==> src/verilog/kvs_bench_params.svh <==
`ifndef KVS_BENCH_PARAMS_SVH
`define KVS_BENCH_PARAMS_SVH

// control bus
`define KVS_AXIL_ADDR_W 12
`define KVS_AXIL_DATA_W 32

// dram addressing, local offset from the movers and global bus address
`define KVS_LOCAL_ADDR_W 34
`define KVS_MEM_ADDR_W 64

// register map offsets
`define KVS_REG_AP_CTRL 12'h000
`define KVS_REG_CYCLES_LO 12'h010
`define KVS_REG_CYCLES_HI 12'h014
`define KVS_REG_PTR0_LO 12'h018
`define KVS_REG_PTR0_HI 12'h01C
`define KVS_REG_PTR1_LO 12'h020
`define KVS_REG_PTR1_HI 12'h024

// ap_ctrl bit positions
`define KVS_BIT_START 0
`define KVS_BIT_DONE 1
`define KVS_BIT_IDLE 2
`define KVS_BIT_READY 3

`endif

==> src/verilog/kvs_bench_pkg.sv <==
`default_nettype none

`include "kvs_bench_params.svh"

package kvs_bench_pkg;

  typedef logic [`KVS_AXIL_ADDR_W-1:0] axil_addr_t;
  typedef logic [`KVS_AXIL_DATA_W-1:0] axil_data_t;
  typedef logic [`KVS_LOCAL_ADDR_W-1:0] local_addr_t;
  typedef logic [`KVS_MEM_ADDR_W-1:0] mem_addr_t;
  typedef logic [63:0] cycle_count_t;

  // everything the host programs before a run
  typedef struct packed {
    cycle_count_t time_in_cycles;
    mem_addr_t ptr0; // c0 base
    mem_addr_t ptr1; // c1 base
  } kernel_cfg_t;

  typedef struct packed {
    logic done; // one cycle at end of run
    logic idle;
  } timer_status_t;

  typedef enum logic [0:0] {
    WR_IDLE,
    WR_RESP
  } wr_state_e;

  typedef enum logic [0:0] {
    RD_IDLE,
    RD_DATA
  } rd_state_e;

endpackage

`default_nettype wire

==> src/verilog/ctrl_regs.sv <==
`timescale 1ns/1ps
`default_nettype none

`include "kvs_bench_params.svh"

module ctrl_regs (
  input  wire                              ap_clk,
  input  wire                              ap_rst_n,
  input  wire                              awvalid,
  output logic                             awready,
  input  kvs_bench_pkg::axil_addr_t        awaddr,
  input  wire                              wvalid,
  output logic                             wready,
  input  kvs_bench_pkg::axil_data_t        wdata,
  input  wire [3:0]                        wstrb,
  output logic                             bvalid,
  input  wire                              bready,
  output logic [1:0]                       bresp,
  input  wire                              arvalid,
  output logic                             arready,
  input  kvs_bench_pkg::axil_addr_t        araddr,
  output logic                             rvalid,
  input  wire                              rready,
  output kvs_bench_pkg::axil_data_t        rdata,
  output logic [1:0]                       rresp,
  output logic                             ap_start,
  output kvs_bench_pkg::kernel_cfg_t       cfg,
  input  kvs_bench_pkg::timer_status_t     status
);

  kvs_bench_pkg::wr_state_e  wr_state;
  kvs_bench_pkg::rd_state_e  rd_state;
  kvs_bench_pkg::axil_data_t rd_mux;
  logic wr_accept;
  logic ar_accept;
  logic start_req;
  logic ctrl_read;
  logic done_q; // sticky done, also reported as ready

  function automatic kvs_bench_pkg::axil_data_t apply_strb(
    input kvs_bench_pkg::axil_data_t old_v,
    input kvs_bench_pkg::axil_data_t new_v,
    input logic [3:0] strb
  );
    kvs_bench_pkg::axil_data_t res;
    res = old_v;
    for (int i = 0; i < 4; i++) begin
      if (strb[i]) res[8*i +: 8] = new_v[8*i +: 8];
    end
    return res;
  endfunction

  ////////////////////////////////////////////////////////////
  // write side takes aw and w in the same cycle
  ////////////////////////////////////////////////////////////
  // awready holds off while only aw is pending
  assign awready = (wr_state == kvs_bench_pkg::WR_IDLE) && (wvalid || !awvalid);
  assign wready = (wr_state == kvs_bench_pkg::WR_IDLE) && awvalid && wvalid;
  assign wr_accept = awvalid && wvalid && (wr_state == kvs_bench_pkg::WR_IDLE);
  assign bvalid = (wr_state == kvs_bench_pkg::WR_RESP);
  assign bresp = 2'b00; // always OKAY

  always_ff @(posedge ap_clk) begin
    if (!ap_rst_n) begin
      wr_state <= kvs_bench_pkg::WR_IDLE;
    end else if (wr_accept) begin
      wr_state <= kvs_bench_pkg::WR_RESP;
    end else if (bvalid && bready) begin
      wr_state <= kvs_bench_pkg::WR_IDLE;
    end
  end

  always_ff @(posedge ap_clk) begin
    if (!ap_rst_n) begin
      cfg <= '0;
    end else if (wr_accept) begin
      case (awaddr)
        `KVS_REG_CYCLES_LO:
          cfg.time_in_cycles[31:0] <= apply_strb(cfg.time_in_cycles[31:0], wdata, wstrb);
        `KVS_REG_CYCLES_HI:
          cfg.time_in_cycles[63:32] <= apply_strb(cfg.time_in_cycles[63:32], wdata, wstrb);
        `KVS_REG_PTR0_LO: cfg.ptr0[31:0] <= apply_strb(cfg.ptr0[31:0], wdata, wstrb);
        `KVS_REG_PTR0_HI: cfg.ptr0[63:32] <= apply_strb(cfg.ptr0[63:32], wdata, wstrb);
        `KVS_REG_PTR1_LO: cfg.ptr1[31:0] <= apply_strb(cfg.ptr1[31:0], wdata, wstrb);
        `KVS_REG_PTR1_HI: cfg.ptr1[63:32] <= apply_strb(cfg.ptr1[63:32], wdata, wstrb);
        default: ;
      endcase
    end
  end

  ////////////////////////////////////////////////////////////
  // ap_ctrl handshake bits
  ////////////////////////////////////////////////////////////
  assign start_req = wr_accept && (awaddr == `KVS_REG_AP_CTRL) && wstrb[0]
                     && wdata[`KVS_BIT_START];
  assign ctrl_read = ar_accept && (araddr == `KVS_REG_AP_CTRL);

  always_ff @(posedge ap_clk) begin
    if (!ap_rst_n) begin
      ap_start <= 1'b0;
      done_q <= 1'b0;
    end else begin
      if (status.done) ap_start <= 1'b0; // run finished
      else if (start_req) ap_start <= 1'b1;
      // a new done beats the clear on read
      if (status.done) done_q <= 1'b1;
      else if (ctrl_read) done_q <= 1'b0;
    end
  end

  ////////////////////////////////////////////////////////////
  // read side
  ////////////////////////////////////////////////////////////
  assign arready = (rd_state == kvs_bench_pkg::RD_IDLE);
  assign ar_accept = arvalid && arready;
  assign rvalid = (rd_state == kvs_bench_pkg::RD_DATA);
  assign rresp = 2'b00;

  always_comb begin
    rd_mux = '0;
    case (araddr)
      `KVS_REG_AP_CTRL: begin
        rd_mux[`KVS_BIT_START] = ap_start;
        rd_mux[`KVS_BIT_DONE] = done_q;
        rd_mux[`KVS_BIT_IDLE] = status.idle;
        rd_mux[`KVS_BIT_READY] = done_q; // ready mirrors done
      end
      `KVS_REG_CYCLES_LO: rd_mux = cfg.time_in_cycles[31:0];
      `KVS_REG_CYCLES_HI: rd_mux = cfg.time_in_cycles[63:32];
      `KVS_REG_PTR0_LO: rd_mux = cfg.ptr0[31:0];
      `KVS_REG_PTR0_HI: rd_mux = cfg.ptr0[63:32];
      `KVS_REG_PTR1_LO: rd_mux = cfg.ptr1[31:0];
      `KVS_REG_PTR1_HI: rd_mux = cfg.ptr1[63:32];
      default: rd_mux = '0;
    endcase
  end

  always_ff @(posedge ap_clk) begin
    if (!ap_rst_n) begin
      rd_state <= kvs_bench_pkg::RD_IDLE;
    end else if (ar_accept) begin
      rd_state <= kvs_bench_pkg::RD_DATA;
    end else if (rvalid && rready) begin
      rd_state <= kvs_bench_pkg::RD_IDLE;
    end
  end

  always_ff @(posedge ap_clk) begin
    if (ar_accept) rdata <= rd_mux;
  end

  // the timer only finishes a run that was started
  a_done_in_run: assert property (@(posedge ap_clk) disable iff (!ap_rst_n)
    status.done |-> ap_start);

endmodule

`default_nettype wire

==> src/verilog/dram_addr_slice.sv <==
`timescale 1ns/1ps
`default_nettype none

module dram_addr_slice (
  input  wire                            ap_clk,
  input  wire                            ap_rst_n,
  input  kvs_bench_pkg::mem_addr_t       base,
  input  wire                            in_valid,
  output logic                           in_ready,
  input  kvs_bench_pkg::local_addr_t     in_addr,
  output logic                           out_valid,
  input  wire                            out_ready,
  output kvs_bench_pkg::mem_addr_t       out_addr
);

  logic accept;
  kvs_bench_pkg::mem_addr_t global_addr;

  // local offset is unsigned, widened with zeros
  assign global_addr = base + kvs_bench_pkg::mem_addr_t'(in_addr);

  // empty stage, or the held request leaves this cycle
  assign in_ready = !out_valid || out_ready;
  assign accept = in_valid && in_ready;

  always_ff @(posedge ap_clk) begin
    if (!ap_rst_n) begin
      out_valid <= 1'b0;
    end else if (accept) begin
      out_valid <= 1'b1;
    end else if (out_ready) begin
      out_valid <= 1'b0;
    end
  end

  always_ff @(posedge ap_clk) begin
    if (accept) out_addr <= global_addr; // base taken at accept time
  end

  // stalled request keeps its address
  a_hold_stall: assert property (@(posedge ap_clk) disable iff (!ap_rst_n)
    out_valid && !out_ready |=> out_valid && $stable(out_addr));

endmodule

`default_nettype wire

==> src/verilog/experiment_timer.sv <==
`timescale 1ns/1ps
`default_nettype none

module experiment_timer (
  input  wire                               ap_clk,
  input  wire                               ap_rst_n,
  input  wire                               ap_start,
  input  kvs_bench_pkg::cycle_count_t       time_in_cycles,
  output kvs_bench_pkg::timer_status_t      status
);

  logic start_q;
  logic start_edge;
  logic idle_q;
  kvs_bench_pkg::cycle_count_t count_q;

  // ap_start is a level from the register file
  assign start_edge = ap_start && !start_q;

  ////////////////////////////////////////////////////////////
  // countdown
  ////////////////////////////////////////////////////////////
  always_ff @(posedge ap_clk) begin
    if (!ap_rst_n) begin
      start_q <= 1'b0;
      idle_q <= 1'b1;
      count_q <= '0;
    end else begin
      start_q <= ap_start;
      if (start_edge) begin
        count_q <= time_in_cycles; // load run length
        idle_q <= 1'b0;
      end else if (count_q != '0) begin
        count_q <= count_q - 1'b1;
      end else begin
        idle_q <= 1'b1;
      end
    end
  end

  // done in the last busy cycle, idle follows on the next
  always_comb begin
    status.done = !idle_q && (count_q == '0);
    status.idle = idle_q;
  end

  // a run ends once, so done is a single cycle
  a_done_pulse: assert property (@(posedge ap_clk) disable iff (!ap_rst_n)
    status.done |=> !status.done);

endmodule

`default_nettype wire

==> src/verilog/kvs_bench_top.sv <==
`timescale 1ns/1ps
`default_nettype none

module kvs_bench_top (
  input  wire                              ap_clk,
  input  wire                              ap_rst_n,
  // control bus
  input  wire                              s_axi_control_awvalid,
  output logic                             s_axi_control_awready,
  input  kvs_bench_pkg::axil_addr_t        s_axi_control_awaddr,
  input  wire                              s_axi_control_wvalid,
  output logic                             s_axi_control_wready,
  input  kvs_bench_pkg::axil_data_t        s_axi_control_wdata,
  input  wire [3:0]                        s_axi_control_wstrb,
  input  wire                              s_axi_control_arvalid,
  output logic                             s_axi_control_arready,
  input  kvs_bench_pkg::axil_addr_t        s_axi_control_araddr,
  output logic                             s_axi_control_rvalid,
  input  wire                              s_axi_control_rready,
  output kvs_bench_pkg::axil_data_t        s_axi_control_rdata,
  output logic [1:0]                       s_axi_control_rresp,
  output logic                             s_axi_control_bvalid,
  input  wire                              s_axi_control_bready,
  output logic [1:0]                       s_axi_control_bresp,
  // local requests from the movers
  input  kvs_bench_pkg::local_addr_t       c0_awaddr_local,
  input  wire                              c0_awvalid_local,
  output logic                             c0_awready_local,
  input  kvs_bench_pkg::local_addr_t       c0_araddr_local,
  input  wire                              c0_arvalid_local,
  output logic                             c0_arready_local,
  input  kvs_bench_pkg::local_addr_t       c1_awaddr_local,
  input  wire                              c1_awvalid_local,
  output logic                             c1_awready_local,
  input  kvs_bench_pkg::local_addr_t       c1_araddr_local,
  input  wire                              c1_arvalid_local,
  output logic                             c1_arready_local,
  // global requests toward dram
  output kvs_bench_pkg::mem_addr_t         c0_s_axi_awaddr,
  output logic                             c0_s_axi_awvalid,
  input  wire                              c0_s_axi_awready,
  output kvs_bench_pkg::mem_addr_t         c0_s_axi_araddr,
  output logic                             c0_s_axi_arvalid,
  input  wire                              c0_s_axi_arready,
  output kvs_bench_pkg::mem_addr_t         c1_s_axi_awaddr,
  output logic                             c1_s_axi_awvalid,
  input  wire                              c1_s_axi_awready,
  output kvs_bench_pkg::mem_addr_t         c1_s_axi_araddr,
  output logic                             c1_s_axi_arvalid,
  input  wire                              c1_s_axi_arready
);

  logic ap_start;
  kvs_bench_pkg::kernel_cfg_t   cfg;
  kvs_bench_pkg::timer_status_t status;

  ctrl_regs ctrl_regs_inst (
    .ap_clk   (ap_clk),                .ap_rst_n (ap_rst_n),
    .awvalid  (s_axi_control_awvalid), .awready  (s_axi_control_awready),
    .awaddr   (s_axi_control_awaddr),
    .wvalid   (s_axi_control_wvalid),  .wready   (s_axi_control_wready),
    .wdata    (s_axi_control_wdata),   .wstrb    (s_axi_control_wstrb),
    .bvalid   (s_axi_control_bvalid),  .bready   (s_axi_control_bready),
    .bresp    (s_axi_control_bresp),
    .arvalid  (s_axi_control_arvalid), .arready  (s_axi_control_arready),
    .araddr   (s_axi_control_araddr),
    .rvalid   (s_axi_control_rvalid),  .rready   (s_axi_control_rready),
    .rdata    (s_axi_control_rdata),   .rresp    (s_axi_control_rresp),
    .ap_start (ap_start),
    .cfg      (cfg),
    .status   (status)
  );

  experiment_timer experiment_timer_inst (
    .ap_clk         (ap_clk),
    .ap_rst_n       (ap_rst_n),
    .ap_start       (ap_start),
    .time_in_cycles (cfg.time_in_cycles),
    .status         (status)
  );

  ////////////////////////////////////////////////////////////
  // address translation, ptr0 for c0 and ptr1 for c1
  ////////////////////////////////////////////////////////////
  dram_addr_slice c0_aw_slice (
    .ap_clk   (ap_clk),           .ap_rst_n  (ap_rst_n),     .base     (cfg.ptr0),
    .in_valid (c0_awvalid_local), .in_ready  (c0_awready_local),
    .in_addr  (c0_awaddr_local),  .out_valid (c0_s_axi_awvalid),
    .out_ready(c0_s_axi_awready), .out_addr  (c0_s_axi_awaddr)
  );

  dram_addr_slice c0_ar_slice (
    .ap_clk   (ap_clk),           .ap_rst_n  (ap_rst_n),     .base     (cfg.ptr0),
    .in_valid (c0_arvalid_local), .in_ready  (c0_arready_local),
    .in_addr  (c0_araddr_local),  .out_valid (c0_s_axi_arvalid),
    .out_ready(c0_s_axi_arready), .out_addr  (c0_s_axi_araddr)
  );

  dram_addr_slice c1_aw_slice (
    .ap_clk   (ap_clk),           .ap_rst_n  (ap_rst_n),     .base     (cfg.ptr1),
    .in_valid (c1_awvalid_local), .in_ready  (c1_awready_local),
    .in_addr  (c1_awaddr_local),  .out_valid (c1_s_axi_awvalid),
    .out_ready(c1_s_axi_awready), .out_addr  (c1_s_axi_awaddr)
  );

  dram_addr_slice c1_ar_slice (
    .ap_clk   (ap_clk),           .ap_rst_n  (ap_rst_n),     .base     (cfg.ptr1),
    .in_valid (c1_arvalid_local), .in_ready  (c1_arready_local),
    .in_addr  (c1_araddr_local),  .out_valid (c1_s_axi_arvalid),
    .out_ready(c1_s_axi_arready), .out_addr  (c1_s_axi_araddr)
  );

endmodule

`default_nettype wire
==> config.mk <==
export PLATFORM = sky130hd
export DESIGN_NAME = kvs_bench_top
export DESIGN_NICKNAME = d
export VERILOG_FILES = /design/src/verilog/kvs_bench_pkg.sv /design/src/verilog/ctrl_regs.sv /design/src/verilog/dram_addr_slice.sv /design/src/verilog/experiment_timer.sv /design/src/verilog/kvs_bench_top.sv
export VERILOG_INCLUDE_DIRS = /design/src /design/src/verilog
export SDC_FILE = /design/constraint.sdc
export NUM_CORES = 1
export LEC_CHECK = 0
export ABC_AREA = 0
export ABC_CLOCK_PERIOD_IN_PS = 6050
export BUFFER_PORTS_ARGS = -buffer_cell sky130_fd_sc_hd__buf_2
export CELL_PAD_IN_SITES_DETAIL_PLACEMENT = 1
export CELL_PAD_IN_SITES_GLOBAL_PLACEMENT = 2
export CORE_ASPECT_RATIO = 1.75
export CORE_UTILIZATION = 39
export DETAILED_ROUTE_END_ITERATION = 6
export PLACE_DENSITY_LB_ADDON = 0.1
export SLEW_MARGIN = 20
export SYNTH_ARGS = -nofsm -noshare
export SYNTH_HDL_FRONTEND = slang
export SYNTH_SLANG_ARGS = --single-unit
==> constraint.sdc <==
create_clock -name ap_clk -period 6.05 [get_ports ap_clk]
set_clock_uncertainty 0.15 [all_clocks]
set_input_delay 0 -clock ap_clk [delete_from_list [all_inputs] [get_ports ap_clk]]
set_output_delay 0 -clock ap_clk [all_outputs]
set_load 0.02 [all_outputs]
==> reports/metrics.json, run 1 <==
{
  "most_common_cell_in_the_synthesized_netlist": {"value": "sky130_fd_sc_hd__nand2_1"},
  "die-height": {"value": 371, "unit": "um"},
  "r2r_setup_slack": {"value": 1.12, "unit": "ns"},
  "grt_pass1_vias": {"value": 28913},
  "instance_count_of_the_mapped_netlist": {"value": 3031},
  "synthArstFlopShare": {"value": 0, "unit": "%"},
  "critical_path.max_fanout": {"value": 4},
  "yosys_warnings": {"value": 0},
  "sequential_standard_cell_area": {"value": 0.0140, "unit": "mm^2"},
  "design.final.nets": {"value": 4118},
  "achievable-frequency": {"value": 0.203, "unit": "GHz"},
  "detailed_place.area": {"value": 0.0339, "unit": "mm^2"},
  "num_vias": {"value": 26673},
  "tightestPinTransition": {"value": 1.12, "unit": "ns"},
  "synthDominantAreaCellType": {"value": "sky130_fd_sc_hd__edfxtp_1"},
  "setup_viol": {"value": 0},
  "gpl.final_weighted_congestion": {"value": 0.962},
  "row_count": {"value": 135},
  "cp_data_arrival_time": {"value": 5.18, "unit": "ns"},
  "route.detailed.vias_per_inst": {"value": 5.51},
  "worst_skew_pair.late_latency": {"value": 0.66, "unit": "ns"},
  "die_area": {"value": 0.0792, "unit": "mm^2"},
  "antenna_violations_before_repair": {"value": 4},
  "min-delay-path-class": {"value": "in -> reg"},
  "layout-area-overhead-vs-synth": {"value": 27.0, "unit": "%"},
  "p_leak": {"value": 16.9, "unit": "nW"},
  "end_kind": {"value": "register"},
  "cts_tree": {"value": "done"},
  "post_cts.repair.setup_buffers": {"value": 0},
  "die_width": {"value": 213, "unit": "um"},
  "maximum_buffer_depth_of_the_clock_tree": {"value": 3},
  "post-route-period-util": {"value": 81.6, "unit": "%"},
  "finalSetupTns": {"value": 0, "unit": "ns"},
  "synth_top_cell_area_share": {"value": 28.4, "unit": "%"},
  "detailed_place_hpwl": {"value": 98800, "unit": "um"},
  "dominantRegCellSynth": {"value": "sky130_fd_sc_hd__edfxtp_1"},
  "final_max_slew_viol_count": {"value": 0},
  "crit_path_max_incr_delay": {"value": 0.58, "unit": "ns"},
  "clk_root_buffer_cell": {"value": "sky130_fd_sc_hd__clkbuf_16"},
  "synth_sequential_area_ratio": {"value": 45.9, "unit": "%"},
  "ir_worst_vdd": {"value": 0.231, "unit": "mV"},
  "path_clk_slew": {"value": 0.07, "unit": "ns"},
  "period_needed": {"value": 4.93, "unit": "ns"},
  "cp.required": {"value": 6.30, "unit": "ns"},
  "placeableCoreArea": {"value": 0.0774, "unit": "mm^2"},
  "track_usage": {"value": 32.3, "unit": "%"},
  "cell_at_the_slowest_stage_of_the_critical_path": {"value": "sky130_fd_sc_hd__dfxtp_1"},
  "route.antenna.remaining_nets": {"value": 0},
  "io_buffers": {"value": 511},
  "grt_max_degree": {"value": 124},
  "run_status": {"value": "finished, final reports clean"},
  "post-route-cell-area": {"value": 0.0386, "unit": "mm^2"},
  "power.density": {"value": 274, "unit": "mW/mm^2"},
  "grt_pass1_wl": {"value": 186000, "unit": "um"},
  "worst_setup_path_start_kind": {"value": "register"},
  "ys_ff_latch": {"value": 554},
  "synth_area_per_cell": {"value": 10.0, "unit": "um^2"},
  "drtIter0Drc": {"value": 1420},
  "synthesis.area": {"value": 0.0304, "unit": "mm^2"},
  "fillerInstances": {"value": 8748},
  "synthTopCellsByArea": {"value": "sky130_fd_sc_hd__edfxtp_1 28%, sky130_fd_sc_hd__dfxtp_1 18%, sky130_fd_sc_hd__mux2i_1 6.3%"},
  "total_power": {"value": 10.6, "unit": "mW"},
  "hold_viol": {"value": 0},
  "wl_per_cell": {"value": 26.8, "unit": "um"},
  "initial_utilization": {"value": 39.3, "unit": "%"},
  "synth_commonest_cells": {"value": "360 x sky130_fd_sc_hd__nand2_1, 288 x sky130_fd_sc_hd__edfxtp_1, 266 x sky130_fd_sc_hd__dfxtp_1"},
  "final_layout_size_suffix_gt1_share": {"value": 18.2, "unit": "%"},
  "multi_input_area": {"value": 0.0157, "unit": "mm^2"},
  "crit_path_cell_trace": {"value": "ha_1 > inv_1 > fa_1 > nor2b_1 > o31a_1 > o21ai_0 > a31o_2 > and3b_1 > o21ai_0 > a31oi_1 > o211ai_1 > dlygate4sd3_1 > nand3b_1 > dlygate4sd3_1"},
  "cap_violations": {"value": 0},
  "drt-total-wl": {"value": 130000, "unit": "um"},
  "dr.pass1.iters": {"value": 5},
  "max_slew_margin": {"value": 25.2, "unit": "%"},
  "tritoncts.num_buffers": {"value": 56},
  "ctsHtreeMaxLevel": {"value": 2},
  "critPathKind": {"value": "reg -> reg"},
  "synth_edf_count": {"value": 288},
  "rsz_0062_raised_after_global_routing": {"value": "no"},
  "drc_violations": {"value": 0},
  "synth_cell_types": {"value": 85},
  "tritoncts_num_sinks": {"value": 554},
  "overflow": {"value": 0},
  "io_pins": {"value": 516}
}
==> registers in the layout (all words and copies together) (netlist names) <==
register and flops:
c0_ar_slice.out_addr 64, c0_ar_slice.out_valid 1, c0_aw_slice.out_addr 64, c0_aw_slice.out_valid 1, c1_ar_slice.out_addr 64, c1_ar_slice.out_valid 1, c1_aw_slice.out_addr 64, c1_aw_slice.out_valid 1
ctrl_regs_inst.ap_start 1, ctrl_regs_inst.bvalid 1, ctrl_regs_inst.cfg 192, ctrl_regs_inst.done_q 1, ctrl_regs_inst.rdata 32, ctrl_regs_inst.rvalid 1, experiment_timer_inst.count_q 64, experiment_timer_inst.idle_q 1
experiment_timer_inst.start_q 1
==> worst paths after layout <==
kind	start	end	depth (start not counted)
max	ctrl_regs_inst.cfg[64]	c0_ar_slice.out_addr[32]	14
min	s_axi_control_araddr[3]	ctrl_regs_inst.rdata[0]	4
max reg2reg	ctrl_regs_inst.cfg[64]	c0_ar_slice.out_addr[32]	14
min reg2reg	ctrl_regs_inst.cfg[173]	experiment_timer_inst.count_q[45]	2
==> timing repair <==
action                    4_1_cts  5_1_grt
hold endpoints to repair      424        0
resized for setup               0        0
hold buffers                  276        0
==> per-layer routing <==
layer	vias to the layer above	track usage, %	share of wire [%]
li1	12302	-	-
met1	13331	33.1	36
met2	797	60.7	53
met3	243	5.58	5.3
met4	0	18.8	6.3
met5	-	0	0
==> critical path, delay by kind of cell (launching register included) <==
| family | cells | cell delay, ns |
|---|---|---|
| buffers and inverters | 3 | 1.20 |
| and+or+nand+nor | 3 | 0.53 |
| DFF | 1 | 0.58 |
| adders and majority gates | 2 | 0.65 |
| AOI/OAI and AO/OA | 6 | 1.55 |
==> cell usage in the layout (no fill, tap or decap), types with 7 or more instances in the layout <==
cell type                       count
sky130_fd_sc_hd__inv_1             50
sky130_fd_sc_hd__clkbuf_1          11
sky130_fd_sc_hd__or3_1             10
sky130_fd_sc_hd__and2_1            17
sky130_fd_sc_hd__nor3b_1            7
sky130_fd_sc_hd__dlygate4sd3_1    276
sky130_fd_sc_hd__a221o_1            7
sky130_fd_sc_hd__clkinv_2          14
sky130_fd_sc_hd__edfxtp_1         288
sky130_fd_sc_hd__nor4_1            21
sky130_fd_sc_hd__mux2_2            28
sky130_fd_sc_hd__clkbuf_16         60
sky130_fd_sc_hd__o21ai_0          101
sky130_fd_sc_hd__o211ai_1          19
sky130_fd_sc_hd__nand3_1           51
sky130_fd_sc_hd__o21a_1            18
sky130_fd_sc_hd__a31oi_1           16
sky130_fd_sc_hd__nor2_1           165
sky130_fd_sc_hd__a211oi_1          15
sky130_fd_sc_hd__nand2b_1          21
sky130_fd_sc_hd__nand2_1          360
sky130_fd_sc_hd__nor2b_1          185
sky130_fd_sc_hd__ha_1             137
sky130_fd_sc_hd__a21boi_0          72
sky130_fd_sc_hd__xor2_1           117
sky130_fd_sc_hd__and3_1            36
sky130_fd_sc_hd__buf_2            509
sky130_fd_sc_hd__o21ai_1           10
sky130_fd_sc_hd__a21o_1            80
sky130_fd_sc_hd__a21oi_1          168
sky130_fd_sc_hd__clkbuf_8          12
sky130_fd_sc_hd__nand4_1           29
sky130_fd_sc_hd__nor3_1            68
sky130_fd_sc_hd__xnor2_1          177
sky130_fd_sc_hd__dfxtp_1          266
sky130_fd_sc_hd__mux2i_1          192
sky130_fd_sc_hd__buf_4             27
sky130_fd_sc_hd__o221ai_1          29
sky130_fd_sc_hd__o21bai_1          22
==> power breakdown <==
part | switching [mW] | internal, mW | total, mW
logic | 1.44 | 0.985 | 2.43
clock network | 1.63 | 2.05 | 3.68
registers | 0.239 | 4.25 | 4.49
==> cells by family after synthesis <==
| kind of cell | Yosys count | synth area share (%) |
|---|---|---|
| buf+inv | 189 | 2.49 |
| flops | 554 | 45.9 |
| other cells | 1 | 0.0123 |
| fa+ha+maj | 141 | 5.90 |
| xor+xnor | 294 | 8.46 |
| compound gates | 606 | 13.0 |
| mux | 220 | 7.35 |
| simple gates | 1026 | 16.9 |
==> cell type report <==
class / instances / share of cell area (%)
sequential: 554 / 36.2
tap: 1027 / 3.33
multi-input combinational: 2291 / 40.8
clock inverter: 20 / 0.434
antenna: 4 / 0.0259
inverter: 50 / 0.486
clock buffer: 85 / 4.45
timing repair buffer: 813 / 14.3
==> per-stage QoR <==
step	hold WS, ns	worst slack [ns]	utilization (%)	std cells
2_1_floorplan	-0.0174	2.31	-	3034
3_3_place_gp	0.0889	1.47	43.9	4458
3_5_place_dp	0.113	1.48	43.9	4458
4_1_cts	0.0229	1.07	49.9	4839
5_1_grt	0.0606	0.959	49.9	4844
6_report	0.0562	1.12	49.9	4844
(Power assumes the default switching activity.)
==> inputs of run 2 (changes only) <==
--- a/config.mk
+++ b/config.mk
@@ -7,12 +7,12 @@
 export NUM_CORES = 1
 export LEC_CHECK = 0
 export ABC_AREA = 0
-export ABC_CLOCK_PERIOD_IN_PS = 6050
+export ABC_CLOCK_PERIOD_IN_PS = 5000
 export BUFFER_PORTS_ARGS = -buffer_cell sky130_fd_sc_hd__buf_2
 export CELL_PAD_IN_SITES_DETAIL_PLACEMENT = 1
 export CELL_PAD_IN_SITES_GLOBAL_PLACEMENT = 2
 export CORE_ASPECT_RATIO = 1.75
-export CORE_UTILIZATION = 39
+export CORE_UTILIZATION = 36
 export DETAILED_ROUTE_END_ITERATION = 6
 export PLACE_DENSITY_LB_ADDON = 0.1
 export SLEW_MARGIN = 20
==> constraint.sdc (replaced) <==
create_clock -name ap_clk -period 5 [get_ports ap_clk]
set_clock_uncertainty 0.15 [all_clocks]
set_input_delay 0 -clock ap_clk [delete_from_list [all_inputs] [get_ports ap_clk]]
set_output_delay 0 -clock ap_clk [all_outputs]
set_load 0.02 [all_outputs]
==> reports/metrics.json, run 2 (synthesized netlist as in run 1, its figures left out) <==
{
  "crit_path_cell_trace": {"value": "ha_1 > fa_1 > a211oi_1 > nor2_1 > o31ai_1 > buf_4 > o21ai_0 > a221o_1 > a2111oi_1 > nor3_1 > a211o_1 > xor2_1 > dlygate4sd3_1"},
  "power_frac_clock": {"value": 35.2, "unit": "%"},
  "end_kind": {"value": "register"},
  "tritoncts.num_buffers": {"value": 57},
  "placeableCoreArea": {"value": 0.0834, "unit": "mm^2"},
  "sequential_standard_cell_area": {"value": 0.0140, "unit": "mm^2"},
  "num_vias": {"value": 26577},
  "critical_path.max_fanout": {"value": 4},
  "route.detailed.vias_per_inst": {"value": 5.42},
  "core_util_final": {"value": 46.6, "unit": "%"},
  "run_status": {"value": "finished, final reports clean"},
  "die_width": {"value": 222, "unit": "um"},
  "final_max_slew_viol_count": {"value": 0},
  "layout-area-overhead-vs-synth": {"value": 27.7, "unit": "%"},
  "critPathKind": {"value": "reg -> reg"},
  "largest_register": {"value": "ctrl_regs_inst.cfg"},
  "die-height": {"value": 387, "unit": "um"},
  "track_usage": {"value": 29.7, "unit": "%"},
  "cp_data_arrival_time": {"value": 4.77, "unit": "ns"},
  "path_clk_slew": {"value": 0.07, "unit": "ns"},
  "crit_path_max_incr_delay": {"value": 0.56, "unit": "ns"},
  "pre_cts_slack": {"value": 0.659, "unit": "ns"},
  "critical_path.top_delay_family": {"value": "compound AO/OA/AOI/OAI gates"},
  "die_area": {"value": 0.0857, "unit": "mm^2"},
  "setup_slack": {"value": 0.478, "unit": "ns"},
  "hold_viol": {"value": 0},
  "cp.required": {"value": 5.25, "unit": "ns"},
  "share_comb_of_total_power": {"value": 23.0, "unit": "%"},
  "io_buffers": {"value": 511},
  "initial_utilization": {"value": 36.5, "unit": "%"},
  "tightestPinTransition": {"value": 1.05, "unit": "ns"},
  "overflow": {"value": 0},
  "max_slew_margin": {"value": 29.8, "unit": "%"},
  "drtIter0Drc": {"value": 1328},
  "row_count": {"value": 140},
  "multi_input_area": {"value": 0.0157, "unit": "mm^2"},
  "ctsHtreeMaxLevel": {"value": 2},
  "total_power": {"value": 13.0, "unit": "mW"},
  "fin_hold_ws": {"value": 0.0428, "unit": "ns"},
  "final_layout_size_suffix_gt1_share": {"value": 18.5, "unit": "%"},
  "achievable-frequency": {"value": 0.221, "unit": "GHz"},
  "drt-total-wl": {"value": 130000, "unit": "um"},
  "grt_pass1_vias": {"value": 28869},
  "setup_viol": {"value": 0},
  "route.antenna.remaining_nets": {"value": 0},
  "power_switching_share": {"value": 31.4, "unit": "%"},
  "rr_startpoint": {"value": "ctrl_regs_inst.cfg[0]"},
  "p_switching": {"value": 4.07, "unit": "mW"},
  "r2r_setup_slack": {"value": 0.48, "unit": "ns"},
  "worst_skew_pair.late_latency": {"value": 0.65, "unit": "ns"},
  "p_seq_share": {"value": 41.8, "unit": "%"},
  "ir_worst_vdd": {"value": 0.267, "unit": "mV"},
  "post-route-period-util": {"value": 90.4, "unit": "%"},
  "cp-startpoint": {"value": "ctrl_regs_inst.cfg[0]"},
  "grt_max_degree": {"value": 78},
  "period_needed": {"value": 4.52, "unit": "ns"},
  "finalSetupTns": {"value": 0, "unit": "ns"},
  "mostFrequentLayoutCells": {"value": "509 x sky130_fd_sc_hd__buf_2, 360 x sky130_fd_sc_hd__nand2_1, 288 x sky130_fd_sc_hd__edfxtp_1"},
  "p_leak": {"value": 17.1, "unit": "nW"},
  "p_int": {"value": 8.90, "unit": "mW"},
  "largest_register_ff_count": {"value": 192},
  "cell_at_the_slowest_stage_of_the_critical_path": {"value": "sky130_fd_sc_hd__dlygate4sd3_1"},
  "design.final.nets": {"value": 4137},
  "min-delay-path-class": {"value": "in -> reg"},
  "clk_root_buffer_cell": {"value": "sky130_fd_sc_hd__clkbuf_16"},
  "fillerInstances": {"value": 9419},
  "cts_tree": {"value": "done"},
  "drc_violations": {"value": 0},
  "cp_num_buf_inv": {"value": 2},
  "antenna_violations_before_repair": {"value": 1},
  "power.density": {"value": 334, "unit": "mW/mm^2"},
  "worst_setup_path_start_kind": {"value": "register"},
  "cap_violations": {"value": 0},
  "detailed_place_hpwl": {"value": 101000, "unit": "um"},
  "rsz_0062_raised_after_global_routing": {"value": "no"},
  "grt_pass1_wl": {"value": 188000, "unit": "um"},
  "wl_per_cell": {"value": 26.5, "unit": "um"},
  "io_pins": {"value": 516},
  "gpl.final_weighted_congestion": {"value": 0.931},
  "most_common_cell_after_layout_fill_and_taps_aside": {"value": "sky130_fd_sc_hd__buf_2"},
  "dr.pass1.iters": {"value": 5},
  "tritoncts_num_sinks": {"value": 554},
  "maximum_buffer_depth_of_the_clock_tree": {"value": 3},
  "holdCritStartpoint": {"value": "s_axi_control_wvalid"}
}
[run 2: final timing paths]
| path | endpoint | cells after the start |
|---|---|---|
| max | c1_aw_slice.out_addr[32] | 13 |
| min | ctrl_regs_inst.cfg[126] | 8 |
| max reg2reg | c1_aw_slice.out_addr[32] | 13 |
| min reg2reg | experiment_timer_inst.count_q[60] | 2 |
[run 2: final cells by class]
cell class                 instances  share of cell area [%]
multi-input combinational       2291                    40.5
clock buffer                      73                    4.25
clock inverter                    34                   0.709
tap                             1065                    3.43
antenna                            1                 0.00644
timing repair buffer             831                    14.6
inverter                          50                   0.483
sequential                       554                    36.0
[run 2: per-layer routing]
| layer | wire, um | vias to the layer above | global-route usage, % |
|---|---|---|---|
| met5 | 0 | - | 0 |
| met4 | 7480 | 0 | 15.2 |
| met3 | 6120 | 248 | 4.88 |
| met2 | 68700 | 823 | 56.9 |
| met1 | 47300 | 13156 | 30.5 |
| li1 | - | 12350 | - |
[run 2: power by group through the flow]
stage	combinational [mW]	sequential, mW	clock [mW]
2_1_floorplan	1.83	5.62	0
3_3_place_gp	2.75	5.50	0
3_5_place_dp	2.81	5.51	0
4_1_cts	3.00	5.42	4.64
5_1_grt	3.24	5.46	4.80
6_report	2.98	5.43	4.56
[run 2: what timing repair did]
item / 4_1_cts / 5_1_grt
gates resized for setup: 0 / 0
hold endpoints to repair: 429 / 0
setup endpoints to repair: 0 / 0
hold buffers: 277 / 0
buffers inserted: 0 / 0
[run 2: worst min-delay path, cell delays in order]
cell and delay, ns:
sky130_fd_sc_hd__buf_2 0.11, sky130_fd_sc_hd__nand2_1 0.05, sky130_fd_sc_hd__nor2_1 0.04, sky130_fd_sc_hd__buf_4 0.18, sky130_fd_sc_hd__nand2_1 0.10, sky130_fd_sc_hd__nor2_1 0.14
sky130_fd_sc_hd__nand2_1 0.10, sky130_fd_sc_hd__a21boi_0 0.07
[run 2: stage by stage]
step / std cells / cell area (um^2)
global route: 4899 / 38800
global placement: 4513 / 34100
detailed placement: 4513 / 34100
CTS: 4897 / 38800
floorplan: 3034 / 30400
finish: 4899 / 38800
